## src/verilog/autotest_pkg.sv

```systemverilog
// Shared definitions for the SD-card test harness.
// The card is assumed initialised and block addressed.
// Only single-block read and write commands are supported.
`default_nettype none

package autotest_pkg;

  // card block geometry and the data token
  localparam int BLOCK_BYTES = 512;
  localparam logic [7:0] DATA_TOKEN = 8'hFE;

  typedef enum logic [5:0] {
    cmd_read_single  = 6'd17,
    cmd_write_single = 6'd24
  } sd_cmd_e;

  // UUT clock rate, taken from byte 8 of a vector block
  typedef enum logic [1:0] {
    sel_div8 = 2'd0,
    sel_div4 = 2'd1,
    sel_div2 = 2'd2
  } clk_sel_e;

  // shown on the debug word when sw_debug is 0
  typedef enum logic [3:0] {
    st_idle,
    st_cfg_rd,
    st_cfg_wait,
    st_vec_rd,
    st_vec_wait,
    st_run_uut,
    st_res_wr,
    st_res_wait,
    st_next,
    st_done
  } autotest_state_e;

  typedef enum logic [3:0] {
    h_idle,
    h_cmd,
    h_r1,
    h_token,
    h_rd_data,
    h_wr_data,
    h_resp,
    h_busy_poll,
    h_finish
  } host_state_e;

endpackage

`default_nettype wire

```

## src/verilog/spi_byte_engine.sv

```systemverilog
// SPI mode 0 master, one byte out and one byte in per request, MSB first.
// A byte takes 16 * SCLK_DIV clk cycles; xfer is ignored while busy.
// mosi keeps its last bit between bytes.
`timescale 1ns/100ps
`default_nettype none

module spi_byte_engine #(
  parameter int SCLK_DIV = 2
) (
  input  wire        clk,
  input  wire        rst,
  input  wire        xfer,
  input  wire  [7:0] tx_byte,
  output logic       busy,
  output logic       done,
  output logic [7:0] rx_byte,
  output logic       sclk,
  output logic       mosi,
  input  wire        miso
);

  localparam int DIV_W = (SCLK_DIV > 1) ? $clog2(SCLK_DIV) : 1;

  logic [DIV_W-1:0] div_cnt;
  logic [2:0]       bit_cnt;
  logic [7:0]       shift_reg;

  always_ff @(posedge clk) begin
    if (rst) begin
      busy    <= 1'b0;
      done    <= 1'b0;
      sclk    <= 1'b0;
      mosi    <= 1'b0;
      div_cnt <= '0;
      bit_cnt <= '0;
    end else begin
      done <= 1'b0;
      if (!busy) begin
        if (xfer) begin
          busy      <= 1'b1;
          shift_reg <= tx_byte;
          mosi      <= tx_byte[7];
          div_cnt   <= '0;
          bit_cnt   <= '0;
        end
      end else if (div_cnt == DIV_W'(SCLK_DIV - 1)) begin
        div_cnt <= '0;
        sclk    <= ~sclk;
        if (!sclk) begin
          // rising edge, sample miso into the freed low bit
          shift_reg <= {shift_reg[6:0], miso};
        end else if (bit_cnt == 3'd7) begin
          busy    <= 1'b0;
          done    <= 1'b1;
          rx_byte <= shift_reg;
        end else begin
          // falling edge, next bit out
          bit_cnt <= bit_cnt + 3'd1;
          mosi    <= shift_reg[7];
        end
      end else begin
        div_cnt <= div_cnt + DIV_W'(1);
      end
    end
  end

  // the host waits for done before asking again
  a_no_xfer_when_busy: assert property (@(posedge clk) disable iff (rst) !(xfer && busy));

endmodule

`default_nettype wire

```

## src/verilog/sd_block_host.sv

```systemverilog
// Single-block read (CMD17) and write (CMD24) over the SPI byte engine.
// No card init, no CRC check; the command CRC byte is sent as FF.
// Any nonzero R1, bad data response or poll timeout sets err.
// Write data is fetched byte by byte: wr_req, then wr_data one cycle later.
`timescale 1ns/100ps
`default_nettype none

module sd_block_host #(
  parameter int POLL_LIMIT = 64
) (
  input  wire         clk,
  input  wire         rst,
  input  wire         r_block,
  input  wire         w_block,
  input  wire  [31:0] block_addr,
  output logic        busy,
  output logic        err,
  output logic        rd_valid,
  output logic [7:0]  rd_data,
  output logic        wr_req,
  input  wire  [7:0]  wr_data,
  output logic        cs,
  output logic        xfer,
  output logic [7:0]  tx_byte,
  input  wire         eng_busy,
  input  wire         done,
  input  wire  [7:0]  rx_byte
);
  import autotest_pkg::*;

  host_state_e state;
  sd_cmd_e     opcode;
  logic [47:0] cmd_buf;
  logic [15:0] cnt;
  logic        is_write;
  logic        wait_rx;
  logic        wr_pending;
  logic        data_slot;
  logic        poll_out;

  assign opcode    = w_block ? cmd_write_single : cmd_read_single;
  // write bytes 2 .. BLOCK_BYTES+1 carry block data
  assign data_slot = (cnt >= 16'd2) && (cnt < 16'(BLOCK_BYTES + 2));
  assign poll_out  = (cnt == 16'(POLL_LIMIT - 1));

  always_ff @(posedge clk) begin
    if (rst) begin
      state      <= h_idle;
      busy       <= 1'b0;
      err        <= 1'b0;
      cs         <= 1'b1;
      xfer       <= 1'b0;
      rd_valid   <= 1'b0;
      wr_req     <= 1'b0;
      wait_rx    <= 1'b0;
      wr_pending <= 1'b0;
      is_write   <= 1'b0;
      cnt        <= '0;
    end else begin
      xfer     <= 1'b0;
      rd_valid <= 1'b0;
      wr_req   <= 1'b0;
      case (state)
        h_idle: begin
          if (r_block || w_block) begin
            busy     <= 1'b1;
            err      <= 1'b0;
            cs       <= 1'b0;
            is_write <= w_block;
            cnt      <= '0;
            cmd_buf  <= {2'b01, opcode, block_addr, 8'hFF};
            state    <= h_cmd;
          end
        end
        h_finish: begin
          cs    <= 1'b1;
          busy  <= 1'b0;
          state <= h_idle;
        end
        default: begin
          if (wait_rx) begin
            if (done) begin
              wait_rx <= 1'b0;
              cnt     <= cnt + 16'd1;
              case (state)
                h_cmd: begin
                  if (cnt == 16'd5) begin
                    cnt   <= '0;
                    state <= h_r1;
                  end
                end
                h_r1: begin
                  if (rx_byte == 8'h00) begin
                    cnt   <= '0;
                    state <= is_write ? h_wr_data : h_token;
                  end else if (rx_byte != 8'hFF || poll_out) begin
                    err   <= 1'b1;
                    state <= h_finish;
                  end
                end
                h_token: begin
                  if (rx_byte == DATA_TOKEN) begin
                    cnt   <= '0;
                    state <= h_rd_data;
                  end else if (poll_out) begin
                    err   <= 1'b1;
                    state <= h_finish;
                  end
                end
                h_rd_data: begin
                  if (cnt < 16'(BLOCK_BYTES)) begin
                    rd_data  <= rx_byte;
                    rd_valid <= 1'b1;
                  end
                  // two CRC bytes follow the data and are dropped
                  if (cnt == 16'(BLOCK_BYTES + 1)) state <= h_finish;
                end
                h_wr_data: begin
                  if (cnt == 16'(BLOCK_BYTES + 3)) begin
                    cnt   <= '0;
                    state <= h_resp;
                  end
                end
                h_resp: begin
                  if ((rx_byte & 8'h1F) == 8'h05) begin
                    cnt   <= '0;
                    state <= h_busy_poll;
                  end else if (rx_byte != 8'hFF || poll_out) begin
                    err   <= 1'b1;
                    state <= h_finish;
                  end
                end
                h_busy_poll: begin
                  // card holds miso low while it programs
                  if (rx_byte == 8'hFF) begin
                    state <= h_finish;
                  end else if (poll_out) begin
                    err   <= 1'b1;
                    state <= h_finish;
                  end
                end
                default: state <= h_finish;
              endcase
            end
          end else if (wr_pending) begin
            // wr_data is valid the cycle after wr_req
            if (!wr_req) begin
              xfer       <= 1'b1;
              tx_byte    <= wr_data;
              wait_rx    <= 1'b1;
              wr_pending <= 1'b0;
            end
          end else if (!eng_busy) begin
            if (state == h_wr_data && data_slot) begin
              wr_req     <= 1'b1;
              wr_pending <= 1'b1;
            end else begin
              xfer    <= 1'b1;
              wait_rx <= 1'b1;
              if (state == h_cmd) begin
                tx_byte <= cmd_buf[47:40];
                cmd_buf <= {cmd_buf[39:0], 8'hFF};
              end else if (state == h_wr_data && cnt == 16'd1) begin
                tx_byte <= DATA_TOKEN;
              end else begin
                tx_byte <= 8'hFF;
              end
            end
          end
        end
      endcase
    end
  end

  // card deselected whenever no transaction is open
  a_cs_idle_high: assert property (@(posedge clk) disable iff (rst) !busy |-> cs);

endmodule

`default_nettype wire

```

## src/verilog/uut_clk_gen.sv

```systemverilog
// UUT clock as a registered divide of clk by 8, 4 or 2.
// No full-rate option; a new rate takes effect within one divided period.
`timescale 1ns/100ps
`default_nettype none

module uut_clk_gen (
  input  wire                    clk,
  input  wire                    rst,
  input  wire autotest_pkg::clk_sel_e clk_sel,
  output logic                   clk_uut
);
  import autotest_pkg::*;

  logic [2:0] div_cnt;

  always_ff @(posedge clk) begin
    if (rst) begin
      div_cnt <= '0;
      clk_uut <= 1'b0;
    end else begin
      div_cnt <= div_cnt + 3'd1;
      // output flop keeps the muxed bit glitch free
      case (clk_sel)
        sel_div8: clk_uut <= div_cnt[2];
        sel_div4: clk_uut <= div_cnt[1];
        default:  clk_uut <= div_cnt[0];
      endcase
    end
  end

endmodule

`default_nettype wire

```

## src/verilog/autotest_fsm.sv

```systemverilog
// Harness sequencer: config block, then per vector read, UUT run, result write.
// Stops with error and done on the first card error.
// Operands and result are at most 32 bits, stored little endian on the card.
// end_uut is synchronised here; output_from_uut must be stable once it rises.
`timescale 1ns/100ps
`default_nettype none

module autotest_fsm #(
  parameter int          INPUT_SIZE_1 = 32,
  parameter int          INPUT_SIZE_2 = 32,
  parameter int          OUTPUT_SIZE  = 32,
  parameter logic [31:0] CONFIG_BLOCK = 32'd0,
  parameter logic [31:0] RESULT_BASE  = 32'd256
) (
  input  wire                     clk,
  input  wire                     rst,
  input  wire                     start,
  input  wire                     busy,
  input  wire                     err,
  output logic                    r_block,
  output logic                    w_block,
  output logic [31:0]             block_addr,
  input  wire                     rd_valid,
  input  wire  [7:0]              rd_data,
  input  wire                     wr_req,
  output logic [7:0]              wr_data,
  output logic                    rst_uut,
  input  wire                     end_uut,
  output logic [INPUT_SIZE_1-1:0] input_to_uut_1,
  output logic [INPUT_SIZE_2-1:0] input_to_uut_2,
  input  wire  [OUTPUT_SIZE-1:0]  output_from_uut,
  output autotest_pkg::clk_sel_e  clk_sel,
  input  wire  [1:0]              sw_debug,
  output logic [31:0]             debug_signal
);
  import autotest_pkg::*;

  autotest_state_e state;
  logic [9:0]  byte_cnt;
  logic [7:0]  vec_count;
  logic [7:0]  vec_idx;
  logic [31:0] op1;
  logic [31:0] op2;
  logic [31:0] last_result;
  logic [1:0]  end_sync;
  logic        done_flag;
  logic        error_flag;
  logic        host_idle;

  // a pulse in flight counts as busy until the host raises busy
  assign host_idle      = !busy && !r_block && !w_block;
  assign input_to_uut_1 = op1[INPUT_SIZE_1-1:0];
  assign input_to_uut_2 = op2[INPUT_SIZE_2-1:0];

  always_ff @(posedge clk) begin
    if (rst) begin
      state       <= st_idle;
      r_block     <= 1'b0;
      w_block     <= 1'b0;
      block_addr  <= '0;
      rst_uut     <= 1'b1;
      clk_sel     <= sel_div8;
      byte_cnt    <= '0;
      vec_count   <= '0;
      vec_idx     <= '0;
      last_result <= '0;
      end_sync    <= '0;
      done_flag   <= 1'b0;
      error_flag  <= 1'b0;
    end else begin
      r_block  <= 1'b0;
      w_block  <= 1'b0;
      end_sync <= {end_sync[0], end_uut};
      if (rd_valid || wr_req) byte_cnt <= byte_cnt + 10'd1;
      case (state)
        st_idle, st_done: begin
          if (start) begin
            done_flag  <= 1'b0;
            error_flag <= 1'b0;
            vec_idx    <= '0;
            state      <= st_cfg_rd;
          end
        end
        st_cfg_rd: begin
          if (host_idle) begin
            r_block    <= 1'b1;
            block_addr <= CONFIG_BLOCK;
            byte_cnt   <= '0;
            state      <= st_cfg_wait;
          end
        end
        st_cfg_wait: begin
          if (rd_valid && byte_cnt == 10'd0) vec_count <= rd_data;
          if (host_idle) begin
            if (err) begin
              error_flag <= 1'b1;
              done_flag  <= 1'b1;
              state      <= st_done;
            end else if (vec_count == 8'd0) begin
              done_flag <= 1'b1;
              state     <= st_done;
            end else begin
              vec_idx <= 8'd1;
              state   <= st_vec_rd;
            end
          end
        end
        st_vec_rd: begin
          if (host_idle) begin
            r_block    <= 1'b1;
            block_addr <= CONFIG_BLOCK + 32'(vec_idx);
            byte_cnt   <= '0;
            state      <= st_vec_wait;
          end
        end
        st_vec_wait: begin
          if (rd_valid && byte_cnt == 10'd8) clk_sel <= clk_sel_e'(rd_data[1:0]);
          if (host_idle) begin
            if (err) begin
              error_flag <= 1'b1;
              done_flag  <= 1'b1;
              state      <= st_done;
            end else begin
              rst_uut <= 1'b0;
              state   <= st_run_uut;
            end
          end
        end
        st_run_uut: begin
          if (end_sync[1]) begin
            last_result <= 32'(output_from_uut);
            rst_uut     <= 1'b1;
            state       <= st_res_wr;
          end
        end
        st_res_wr: begin
          if (host_idle) begin
            w_block    <= 1'b1;
            block_addr <= RESULT_BASE + 32'(vec_idx) - 32'd1;
            byte_cnt   <= '0;
            state      <= st_res_wait;
          end
        end
        st_res_wait: begin
          if (host_idle) begin
            if (err) begin
              error_flag <= 1'b1;
              done_flag  <= 1'b1;
              state      <= st_done;
            end else begin
              state <= st_next;
            end
          end
        end
        st_next: begin
          if (vec_idx == vec_count) begin
            done_flag <= 1'b1;
            state     <= st_done;
          end else begin
            vec_idx <= vec_idx + 8'd1;
            state   <= st_vec_rd;
          end
        end
        default: state <= st_idle;
      endcase
    end
  end

  // operand bytes land while the UUT is held in reset
  always_ff @(posedge clk) begin
    if (rd_valid && state == st_vec_wait) begin
      if (byte_cnt < 10'd4) op1[8*byte_cnt[1:0] +: 8] <= rd_data;
      else if (byte_cnt < 10'd8) op2[8*byte_cnt[1:0] +: 8] <= rd_data;
    end
    // result bytes first, zero padding after
    if (wr_req) wr_data <= (byte_cnt < 10'd4) ? last_result[8*byte_cnt[1:0] +: 8] : 8'h00;
  end

  always_comb begin
    case (sw_debug)
      2'd0:    debug_signal = 32'(state);
      2'd1:    debug_signal = 32'(vec_idx);
      2'd2:    debug_signal = last_result;
      default: debug_signal = {done_flag, error_flag, 22'd0, vec_count};
    endcase
  end

  // one request at a time, and never into a busy host
  a_one_request: assert property (@(posedge clk) disable iff (rst)
    !(r_block && w_block) && !((r_block || w_block) && busy));

endmodule

`default_nettype wire

```

## src/verilog/autotest_module.sv

```systemverilog
// Top level of the SD-card test harness.
// Card must already be in SPI mode and block addressed.
// Operand and result widths up to 32 bits; clk_uut is clk divided by 8, 4 or 2.
`timescale 1ns/100ps
`default_nettype none

module autotest_module #(
  parameter int          INPUT_SIZE_1 = 32,
  parameter int          INPUT_SIZE_2 = 32,
  parameter int          OUTPUT_SIZE  = 32,
  parameter int          SCLK_DIV     = 2,
  parameter logic [31:0] CONFIG_BLOCK = 32'd0,
  parameter logic [31:0] RESULT_BASE  = 32'd256,
  parameter int          POLL_LIMIT   = 64
) (
  input  wire                     clk,
  input  wire                     rst,
  input  wire                     start,
  output logic                    cs,
  output logic                    sclk,
  output logic                    mosi,
  input  wire                     miso,
  output logic                    rst_uut,
  input  wire                     end_uut,
  output logic [INPUT_SIZE_1-1:0] input_to_uut_1,
  output logic [INPUT_SIZE_2-1:0] input_to_uut_2,
  input  wire  [OUTPUT_SIZE-1:0]  output_from_uut,
  output logic                    clk_uut,
  input  wire  [1:0]              sw_debug,
  output logic [31:0]             debug
);
  import autotest_pkg::*;

  // FSM to host
  logic        busy;
  logic        err;
  logic        r_block;
  logic        w_block;
  logic [31:0] block_addr;
  logic        rd_valid;
  logic [7:0]  rd_data;
  logic        wr_req;
  logic [7:0]  wr_data;
  // host to byte engine
  logic        xfer;
  logic [7:0]  tx_byte;
  logic        eng_busy;
  logic        eng_done;
  logic [7:0]  rx_byte;
  clk_sel_e    clk_sel;

  autotest_fsm #(
    .INPUT_SIZE_1(INPUT_SIZE_1),
    .INPUT_SIZE_2(INPUT_SIZE_2),
    .OUTPUT_SIZE(OUTPUT_SIZE),
    .CONFIG_BLOCK(CONFIG_BLOCK),
    .RESULT_BASE(RESULT_BASE)
  ) autotest_fsm_i (
    .clk(clk),
    .rst(rst),
    .start(start),
    .busy(busy),
    .err(err),
    .r_block(r_block),
    .w_block(w_block),
    .block_addr(block_addr),
    .rd_valid(rd_valid),
    .rd_data(rd_data),
    .wr_req(wr_req),
    .wr_data(wr_data),
    .rst_uut(rst_uut),
    .end_uut(end_uut),
    .input_to_uut_1(input_to_uut_1),
    .input_to_uut_2(input_to_uut_2),
    .output_from_uut(output_from_uut),
    .clk_sel(clk_sel),
    .sw_debug(sw_debug),
    .debug_signal(debug)
  );

  sd_block_host #(
    .POLL_LIMIT(POLL_LIMIT)
  ) sd_block_host_i (
    .clk(clk),
    .rst(rst),
    .r_block(r_block),
    .w_block(w_block),
    .block_addr(block_addr),
    .busy(busy),
    .err(err),
    .rd_valid(rd_valid),
    .rd_data(rd_data),
    .wr_req(wr_req),
    .wr_data(wr_data),
    .cs(cs),
    .xfer(xfer),
    .tx_byte(tx_byte),
    .eng_busy(eng_busy),
    .done(eng_done),
    .rx_byte(rx_byte)
  );

  spi_byte_engine #(
    .SCLK_DIV(SCLK_DIV)
  ) spi_byte_engine_i (
    .clk(clk),
    .rst(rst),
    .xfer(xfer),
    .tx_byte(tx_byte),
    .busy(eng_busy),
    .done(eng_done),
    .rx_byte(rx_byte),
    .sclk(sclk),
    .mosi(mosi),
    .miso(miso)
  );

  uut_clk_gen uut_clk_gen_i (
    .clk(clk),
    .rst(rst),
    .clk_sel(clk_sel),
    .clk_uut(clk_uut)
  );

endmodule

`default_nettype wire

```

## config.mk

```make
export PLATFORM = sky130hd
export DESIGN_NAME = autotest_module
export DESIGN_NICKNAME = d
export VERILOG_FILES = /design/src/verilog/autotest_pkg.sv /design/src/verilog/spi_byte_engine.sv /design/src/verilog/sd_block_host.sv /design/src/verilog/uut_clk_gen.sv /design/src/verilog/autotest_fsm.sv /design/src/verilog/autotest_module.sv
export SDC_FILE = /design/constraint.sdc
export NUM_CORES = 1
export LEC_CHECK = 0
export ABC_AREA = 1
export BUFFER_PORTS_ARGS = -buffer_cell sky130_fd_sc_hd__buf_2
export CORE_MARGIN = 2
export CORE_UTILIZATION = 30
export CTS_BUF_LIST = sky130_fd_sc_hd__clkbuf_4
export CTS_CLUSTER_DIAMETER = 150
export DETAILED_ROUTE_END_ITERATION = 8
export RECOVER_POWER = 100
export SKIP_LAST_GASP = 1
export SLEW_MARGIN = 20
export SYNTH_ARGS = -nofsm -noshare
export SYNTH_HDL_FRONTEND = slang
export SYNTH_SLANG_ARGS = --single-unit
```

## constraint.sdc

```tcl
create_clock -name clk -period 3.7 [get_ports clk]
set_input_delay 0.74 -clock clk [delete_from_list [all_inputs] [get_ports clk]]
set_output_delay 0.74 -clock clk [all_outputs]
set_load 0.02 [all_outputs]
```

==> results of run 1 <==
worst max-delay path, delay by kind of cell (launching register included):
kind	cells	cell delay, ns
compound gates	1	0.13
flops	1	0.46
simple gates	4	1.06
buf+inv	2	0.93
layout by cell type (no fill, tap or decap), types with 2 or more instances in the layout:
master and n:
buf_4 5, nand4_1 17, xnor2_1 3, clkinvlp_4 2, o22ai_1 6, inv_4 2, inv_1 168, nand2_1 268
nand2_2 3, or2_2 6, nor2_4 5, a21boi_0 2, clkbuf_1 104, nand3b_1 2, o21ai_0 100, ha_1 13
clkbuf_4 102, o21ai_1 5, edfxtp_1 144, nor3b_1 2, a21oi_1 106, nand3_1 72, nor2_2 4, a221oi_1 3
buf_2 38, o221ai_1 4, a31oi_1 3, xor2_1 13, a211oi_1 6, bufinv_16 2, nor3_1 27, nand3_2 2
clkinv_1 25, inv_2 13, o211ai_1 2, dfxtp_1 121, nor4_1 4, clkinv_2 2, nor2_1 209
routing by layer:
metal / vias to the layer above / track usage, % / part of all wire (%)
li1: 5004 / - / -
met1: 4648 / 18.0 / 44
met2: 295 / 24.3 / 48
met3: 64 / 2.62 / 5.3
met4: 0 / 6.36 / 2.7
met5: - / 0 / 0
final timing paths:
| check | startpoint | end | slack, ns | depth (start not counted) |
|---|---|---|---|---|
| hold / removal | end_uut | autotest_fsm_i.end_sync[0]$_SDFF_PP0_ | 0.32 | 3 |
| setup / recovery | sd_block_host_i.state[0]$_SDFFE_PP0P_ | sd_block_host_i.cmd_buf[11]$_SDFFCE_PN1P_ | 0.70 | 7 |
| setup reg to reg | sd_block_host_i.state[0]$_SDFFE_PP0P_ | sd_block_host_i.cmd_buf[11]$_SDFFCE_PN1P_ | 0.70 | 7 |
| hold reg to reg | autotest_fsm_i.end_sync[0]$_SDFF_PP0_ | autotest_fsm_i.end_sync[1]$_SDFF_PP0_ | 0.41 | 2 |
kinds of logic after synthesis:
family                     after synthesis  synth area share (%)
xor gates and xnor gates                16                  1.17
and+or+nand+nor                        627                  22.6
buffers and inverters                  231                  7.45
AOI/OAI and AO/OA                      243                  10.9
muxes                                    1                0.0837
DFF                                    265                  56.4
adders and majority gates               13                  1.36
through the flow:
stage	total power, mW	util [%]	cell area [sq um]	std cells
6_report	7.42	35.3	14000	2155
5_1_grt	7.85	35.3	14000	2155
4_1_cts	7.53	35.7	14100	2154
3_5_place_dp	4.88	33.4	13200	2022
3_3_place_gp	4.85	33.4	13200	2022
2_1_floorplan	4.52	-	12000	1396
layout make-up:
type,instances,area [sq um]
diodes,1,2.50
clock buffers,102,766
clock inverters,30,175
fillers,4142,25600
inverters,184,696
multi-input cells,900,4290
flip-flops and latches,265,6750
well taps,525,657
repair buffers,148,623
power groups by stage:
stage                     sequential [mW]  clock [mW]  combinational, mW
after floorplan                      3.53           0              0.984
after global placement               3.58           0               1.27
after detailed placement             3.58           0               1.29
after CTS                            3.52        2.71               1.30
after global routing                 3.54        2.87               1.44
final                                3.52        2.63               1.27
==> impl_metrics.toml, run 1 <==
[timing]
rsz0062_at_grt = "no"
tightest_slew_ns = 1.90
slew_headroom_pct = -26.9
fin_crit_sh_pct = 81.1
hold_violations = 0
slew_violations = 35
finalCriticalPeriod_ns = 3.00
skew_ns = 0.0417
fmax_mhz = 333
finalSetupViolations = 0
tns_ns = 0
setup_ws_ns = 0.701
hold_slack_ns = 0.317

[clock_tree]
numCtsBuffers = 72
post_cts_resized = 0
clkTransAtPathRegs_ns = 0.07
htreeDepth = 3
clock_path_buffers = 3
root_buffer = "clkbuf_4"
cts_tree = "built"
clk_latency_ns = 0.66
cts.sinks = 265
cts_hold_buf = 0
cts_setup_buffers = 0

[global_routing]
grt_overflow = 0
grt_pass1_vias = 9628
track_usage_pct = 14.4
grt_pass1_wl_mm = 47.9
grt_antenna_before_repair = 1
grt_max_degree = 55

[floorplan]
core-area_sq_um = 39500
dieArea_sq_um = 41500
start_util_pct = 30.2
die_y_um = 204
num_io_pins = 140
die_width_um = 204
num_rows = 73

[flow_run]
maxCapViolCount = 1

[critical_path]
cp_slowest_stage_delay_ns = 0.55
crit_slowest_cell = "nand2_1"
crit_type = "reg -> reg"
worstPathCellList = "nor2_1 > nand2_1 > inv_2 > nand2_4 > nand4_1 > a21oi_4 > buf_4"
startpoint_type = "register"
worstPathMaxFanout = 40
worst_ep_arrival_time_ns = 3.27
critical_path_required_ns = 3.97
critPathCaptureType = "register"

[synth]
synth-main-ff-cell = "edfxtp_1"
syn_inst = 1396
yosysSeqAreaShare_pct = 56.4
synth_area_leader_cell = "edfxtp_1"
async_flop_share_pct = 0
ys_seq_elements = 265
synth_edf_count = 144
synth_nets = 1448
synthTopCellsByCount = "265 x nand2_1, 205 x nor2_1, 166 x inv_1"
synth_area_per_cell_sq_um = 8.56
synthMostInstantiatedCell = "nand2_1"
synthTopCellsByArea = "edfxtp_1 36%, dfxtp_1 20%, nand2_1 8.3%"
syn_area_sq_um = 12000
ys_warn_count = 0
ys_types = 49
synth_top_area_share_pct = 36.2

[power_and_ir_drop]
pwr-share-comb_pct = 17.2
swShare_pct = 30.4
irDropWorstVdd_mv = 0.185
leakagePower_nw = 5.27
power.switching_mw = 2.26
cellPowerDensity_nw_per_um2 = 532
internal_power_mw = 5.16
p_seq_share_pct = 47.4
clkPwrFrac_pct = 35.4

[route]
drc = 0
drt-pass1-iter-count = 5
avgRoutedWirePerCell_um = 14.1
drtAntennaViolNets = 0
vias = 10011
via_per_inst = 4.65
wl_mm = 30.3
first_iter_violations = 621

[run_status]
status = "complete, but fails checks"
violations = "capacitance limit, slew limit"

[layout]
layout.nets = 1623
regMostFlops = "sd_block_host_i.cmd_buf"
syn2layout_area_growth_pct = 16.7
drive_gt1_share_pct = 11.8
largest_reg_flops = 40

[placement]
place_congestion = 0.823
io_buffer_count = 139
pre_cts_ws_ns = 0.918
hpwl_mm = 22.1

[hold_path]
hp-class = "in -> reg"
Note: power is estimated with default switching activity, not from simulation.
==> run 2: changes to the inputs <==
ABC_AREA = 0   (was 1)
clock period = 3 ns   (was 3.7 ns; I/O delays follow)
==> run 2 against run 1 <==
The flow still finishes with violations (capacitance limit, slew limit). Die area shrank 2.2%. Worst setup slack lost 0.40 ns. Sequential power grew 31%. Design area shrank 2.0%. Clock power grew 22%. Flip-flop and latch count is the same. Largest cell class unchanged. Largest power group unchanged.
==> impl_metrics.toml, run 2 <==
[route]
avgRoutedWirePerCell_um = 16.0
drc = 0
wl_mm = 29.1
first_iter_violations = 601
drtAntennaViolNets = 0
vias = 8759
via_per_inst = 4.81
drt-pass1-iter-count = 5

[timing]
slew_violations = 38
rsz0062_at_grt = "no"
hold_slack_ns = 0.164
setup_ws_ns = 0.303
tightest_slew_ns = 1.65
fmax_mhz = 371
fin_crit_sh_pct = 89.9
finalSetupViolations = 0
hold_violations = 0
slew_headroom_pct = -9.75
finalCriticalPeriod_ns = 2.70
tns_ns = 0
skew_ns = 0.0461

[floorplan]
start_util_pct = 30.3
die_width_um = 201
num_rows = 72
core-area_sq_um = 38600
num_io_pins = 140
die_y_um = 201
dieArea_sq_um = 40600

[critical_path]
cp_slowest_stage_delay_ns = 0.59
r2r_cells = 5
worst_ep_arrival_time_ns = 3.04
crit_slowest_cell = "dfxtp_1"
endpoint = "sd_block_host_i.cmd_buf[16]$_DFFE_PP_"
worstReg2RegEnd = "sd_block_host_i.cmd_buf[16]$_DFFE_PP_"
cp.depth = 5
startpoint_type = "register"
critPathCaptureType = "register"
rrSetupSlack_ns = 0.30
worstPathCellList = "nor2b_1 > nand3_2 > or4_1 > a221oi_1 > buf_12"
rr_startpoint = "sd_block_host_i.state[0]$_SDFFE_PP0P_"
critical_path_required_ns = 3.35
crit_type = "reg -> reg"
worstPathMaxFanout = 40
cp-startpoint = "sd_block_host_i.state[0]$_SDFFE_PP0P_"
crit_family = "simple AND/OR/NAND/NOR gates"
path_buf_inv = 1

[synth]
synthTopCellsByArea = "edfxtp_1 37%, dfxtp_1 21%, and2_1 4.9%"
synth_area_per_cell_sq_um = 10.8
yosysSeqAreaShare_pct = 57.7
synth_top_area_share_pct = 37.0
ys_warn_count = 0
synth_edf_count = 144
synth_nets = 1130
synth-main-ff-cell = "edfxtp_1"
ys_seq_elements = 265
syn_area_sq_um = 11700
syn_inst = 1078
ys_types = 79
synthTopCellsByCount = "144 x edfxtp_1, 121 x dfxtp_1, 114 x nand2_1"
synthMostInstantiatedCell = "edfxtp_1"
async_flop_share_pct = 0
synth_area_leader_cell = "edfxtp_1"

[clock_tree]
cts_hold_buf = 0
htreeDepth = 3
cts.sinks = 265
cts_tree = "built"
root_buffer = "clkbuf_4"
cts_setup_buffers = 0
clk_latency_ns = 0.70
clock_path_buffers = 3
post_cts_resized = 0
clkTransAtPathRegs_ns = 0.07
numCtsBuffers = 71

[layout]
drive_gt1_share_pct = 16.1
layout.nets = 1304
syn2layout_area_growth_pct = 17.0
layout_commonest_cell = "edfxtp_1"
largest_reg_flops = 40
stdcell_count = 1820
fill_cells = 4021
final_cell_mix = "144 x edfxtp_1, 121 x dfxtp_1, 114 x nand2_1"
regMostFlops = "sd_block_host_i.cmd_buf"

[global_routing]
grt_pass1_vias = 8565
grt_pass1_wl_mm = 45.5
grt_antenna_before_repair = 1
track_usage_pct = 14.1
grt_overflow = 0
grt_max_degree = 52

[power_and_ir_drop]
power_mw = 10.0
clkPwrFrac_pct = 31.9
swShare_pct = 31.0
p_seq_share_pct = 45.9
internal_power_mw = 6.93
leakagePower_nw = 4.75
irDropWorstVdd_mv = 0.361
power.switching_mw = 3.12
cellPowerDensity_nw_per_um2 = 734
pwr-share-comb_pct = 22.2

[placement]
hpwl_mm = 20.7
pre_cts_ws_ns = 0.442
place_congestion = 0.864
placed_cells = 1697
io_buffer_count = 139

[run_status]
violations = "capacitance limit, slew limit"
status = "complete, but fails checks"

[flow_run]
maxCapViolCount = 1

[hold_path]
hp-class = "in -> reg"
holdPathStages = 3
## run 2: changes by cell type after synthesis, sizes merged, moves of 16 or more
cell / delta
nand2: -158
inv: -155
nor2: -126
and2: +93
o21ai: -75
nand3: -49
a21oi: -36
nor2b: +22
nand2b: +16
## run 2: cells by family (layout without fill, tap and decap cells)
kind of cell	count (synthesis)	count (layout)	share of synthesized area [%]
compound gates	171	171	9.43
fa+ha+maj	13	13	1.39
flops	265	265	57.7
xor+xnor	36	36	2.70
mux	42	42	5.06
buf+inv	84	307	2.97
other cells	0	1	0
simple gates	467	467	20.7
## run 2: worst min-delay path, stage by stage
cell and delay (ns):
buf_2 0.10, nand2_1 0.04, a21oi_1 0.05
## run 2: metal layers
layer  GRT usage (%)  wire, um  vias to the layer above
li1                -         -                     4238
met1            18.7     13400                     4174
met2            22.1     13300                      289
met3            3.92      1830                       58
met4            5.07       647                        0
met5               0         0                        -
## run 2: final cells by class
class / instances / area (sq um) / area share, %
well taps: 518 / 648 / 4.74
diodes: 1 / 2.50 / 0.0183
clock inverters: 10 / 67.6 / 0.494
flip-flops and latches: 265 / 6750 / 49.3
clock buffers: 112 / 841 / 6.15
multi-input cells: 729 / 4580 / 33.5
repair buffers: 160 / 703 / 5.14
inverters: 25 / 93.8 / 0.686
## run 2: worst min path at each step
stage,startpoint,slack [ns],end
finish,output_from_uut[12],0.16,autotest_fsm_i.last_result[12]$_SDFFE_PP0P_
global route,output_from_uut[25],0.11,autotest_fsm_i.last_result[25]$_SDFFE_PP0P_
CTS,output_from_uut[25],0.12,autotest_fsm_i.last_result[25]$_SDFFE_PP0P_
detailed placement,autotest_fsm_i.end_sync[0]$_SDFF_PP0_,0.42,autotest_fsm_i.end_sync[1]$_SDFF_PP0_
global placement,autotest_fsm_i.end_sync[0]$_SDFF_PP0_,0.43,autotest_fsm_i.end_sync[1]$_SDFF_PP0_
floorplan,autotest_fsm_i.end_sync[0]$_SDFF_PP0_,0.41,autotest_fsm_i.end_sync[1]$_SDFF_PP0_
## run 2: metrics by stage
stage               utilization (%)  cell area (sq um)
floorplan                         -              11700
global placement               33.7              13000
detailed placement             33.7              13000
CTS                            36.1              13900
global route                   35.5              13700
finish                         35.5              13700
## run 2: power groups by stage
stage,combinational [mW],clock [mW],sequential [mW]
after floorplan,1.83,0,4.53
after global placement,2.31,0,4.68
after detailed placement,2.33,0,4.69
after CTS,2.35,3.31,4.61
after global routing,2.48,3.54,4.66
final,2.23,3.20,4.61
==> run 3: changes to the inputs <==
SETUP_SLACK_MARGIN = 0.4   (was default)
==> run 3 against run 2 <==
The flow now finishes without violations. Clock skew decreased by 0.0043 ns. Worst setup slack improved by 0.075 ns. Via count increased by 0.73%. Total power increased by 1.2%. Clock power increased by 4%. Final cell count increased by 0.11%. Worst hold slack improved by 0.015 ns. Flip-flop and latch count unchanged. Sequential power decreased by 0.9%. Sequential share of layout area decreased by 0.19 points. Combinational power increased by 2%.
==> impl_metrics.toml, run 3 (same netlist as run 2, synthesis figures left out) <==
[floorplan]
die_y_um = 201
num_rows = 72
die_width_um = 201
core-area_sq_um = 38600
num_io_pins = 140
dieArea_sq_um = 40600
start_util_pct = 30.3

[timing]
skew_ns = 0.0418
rsz0062_at_grt = "no"
slew_headroom_pct = 6.79
fin_crit_sh_pct = 87.4
tightest_slew_ns = 1.40
finalSetupViolations = 0
fmax_mhz = 381
tns_ns = 0
hold_slack_ns = 0.179
setup_ws_ns = 0.377
hold_violations = 0
finalCriticalPeriod_ns = 2.62
slew_violations = 0

[route]
first_iter_violations = 714
drtAntennaViolNets = 0
via_per_inst = 4.84
vias = 8823
wl_mm = 29.2
avgRoutedWirePerCell_um = 16.0
drt-pass1-iter-count = 5
drc = 0

[power_and_ir_drop]
p_seq_share_pct = 45.0
power_mw = 10.2
swShare_pct = 31.1
internal_power_mw = 7.00
leakagePower_nw = 4.77
irDropWorstVdd_mv = 0.434
clkPwrFrac_pct = 32.7
power.switching_mw = 3.17
pwr-share-comb_pct = 22.3
cellPowerDensity_nw_per_um2 = 740

[layout]
layout.nets = 1301
syn2layout_area_growth_pct = 17.5
layout_commonest_cell = "edfxtp_1"
drive_gt1_share_pct = 16.4
regMostFlops = "sd_block_host_i.cmd_buf"
final_cell_mix = "144 x edfxtp_1, 119 x dfxtp_1, 114 x nand2_1"
largest_reg_flops = 40

[placement]
place_congestion = 0.865
hpwl_mm = 20.7
pre_cts_ws_ns = 0.516
io_buffer_count = 139

[clock_tree]
root_buffer = "clkbuf_4"
htreeDepth = 3
cts.sinks = 265
clkTransAtPathRegs_ns = 0.07
cts_hold_buf = 0
numCtsBuffers = 69
clock_path_buffers = 3
cts_tree = "built"
clk_latency_ns = 0.69

[flow_run]
maxCapViolCount = 0

[critical_path]
critPathCaptureType = "primary output"
worstPathMaxFanout = 18
startpoint_type = "register"
crit_type = "reg -> out"
critical_path_required_ns = 2.40
worst_ep_arrival_time_ns = 2.02

[global_routing]
grt_max_degree = 47
grt_overflow = 0
track_usage_pct = 14.3
grt_pass1_wl_mm = 46.0
grt_antenna_before_repair = 1
grt_pass1_vias = 8523

[hold_path]
hp-class = "in -> reg"

[run_status]
status = "complete, no violations"
run 3: changes by cell type in the layout (fill, tap and decap cells not counted), sizes merged:
cell / delta
clkinvlp: +1
buf: +3
clkbuf: -13
clkinv: +9
bufinv: +2
run 3: layer usage:
| layer | vias up | share of wire, % | GRT usage [%] |
|---|---|---|---|
| li1 | 4237 | - | - |
| met1 | 4222 | 46 | 19.4 |
| met4 | 0 | 2.8 | 6.30 |
| met5 | - | 0 | 0 |
| met3 | 59 | 6.1 | 3.17 |
| met2 | 305 | 45 | 21.7 |
run 3: worst paths after layout:
kind                                             from                                     endpoint  slack, ns  cells after the start
min                               output_from_uut[14]  autotest_fsm_i.last_result[14]$_SDFFE_PP0P_       0.18                      3
max reg2reg     autotest_fsm_i.byte_cnt[5]$_SDFF_PP0_  autotest_fsm_i.input_to_uut_1[25]$_DFFE_PP_       0.41                      5
max              autotest_fsm_i.state[3]$_SDFFE_PP0P_                                     debug[3]       0.38                      2
min reg2reg  spi_byte_engine_i.shift_reg[5]$_DFFE_PP_       spi_byte_engine_i.rx_byte[5]$_DFFE_PP_       0.45                      0
run 3: through the flow:
| step | instance area [sq um] | std cells | utilization (%) |
|---|---|---|---|
| after floorplan | 11700 | 1078 | - |
| after global placement | 13000 | 1696 | 33.7 |
| after detailed placement | 13000 | 1696 | 33.7 |
| after CTS | 13900 | 1821 | 36.1 |
| after global routing | 13700 | 1822 | 35.6 |
| final | 13700 | 1822 | 35.6 |
run 3: power groups by stage:
stage | Combinational (mW) | Sequential (mW) | Clock (mW)
final | 2.27 | 4.57 | 3.32
after global placement | 2.34 | 4.64 | 0
after floorplan | 1.86 | 4.54 | 0
after global routing | 2.54 | 4.61 | 3.60
after CTS | 2.39 | 4.58 | 3.41
after detailed placement | 2.37 | 4.65 | 0
run 3: timing repair:
item                       CTS  global route
setup endpoints to repair    1            21
gates resized for setup      1             5
buffers inserted             0             0
run 3: final cells by class:
class	count	area (sq um)
Antenna cell	1	2.50
Timing Repair Buffer	159	706
Tap cell	518	648
Sequential cell	265	6750
Multi-Input combinational cell	729	4590
Inverter	25	93.8
Fill cell	3973	24800
Clock buffer	103	773
Clock inverter	22	169
run 3: critical path, cell delays in order, from the launching register on:
cell and delay, ns:
dfxtp_1 0.51, mux4_1 0.66, buf_2 0.20
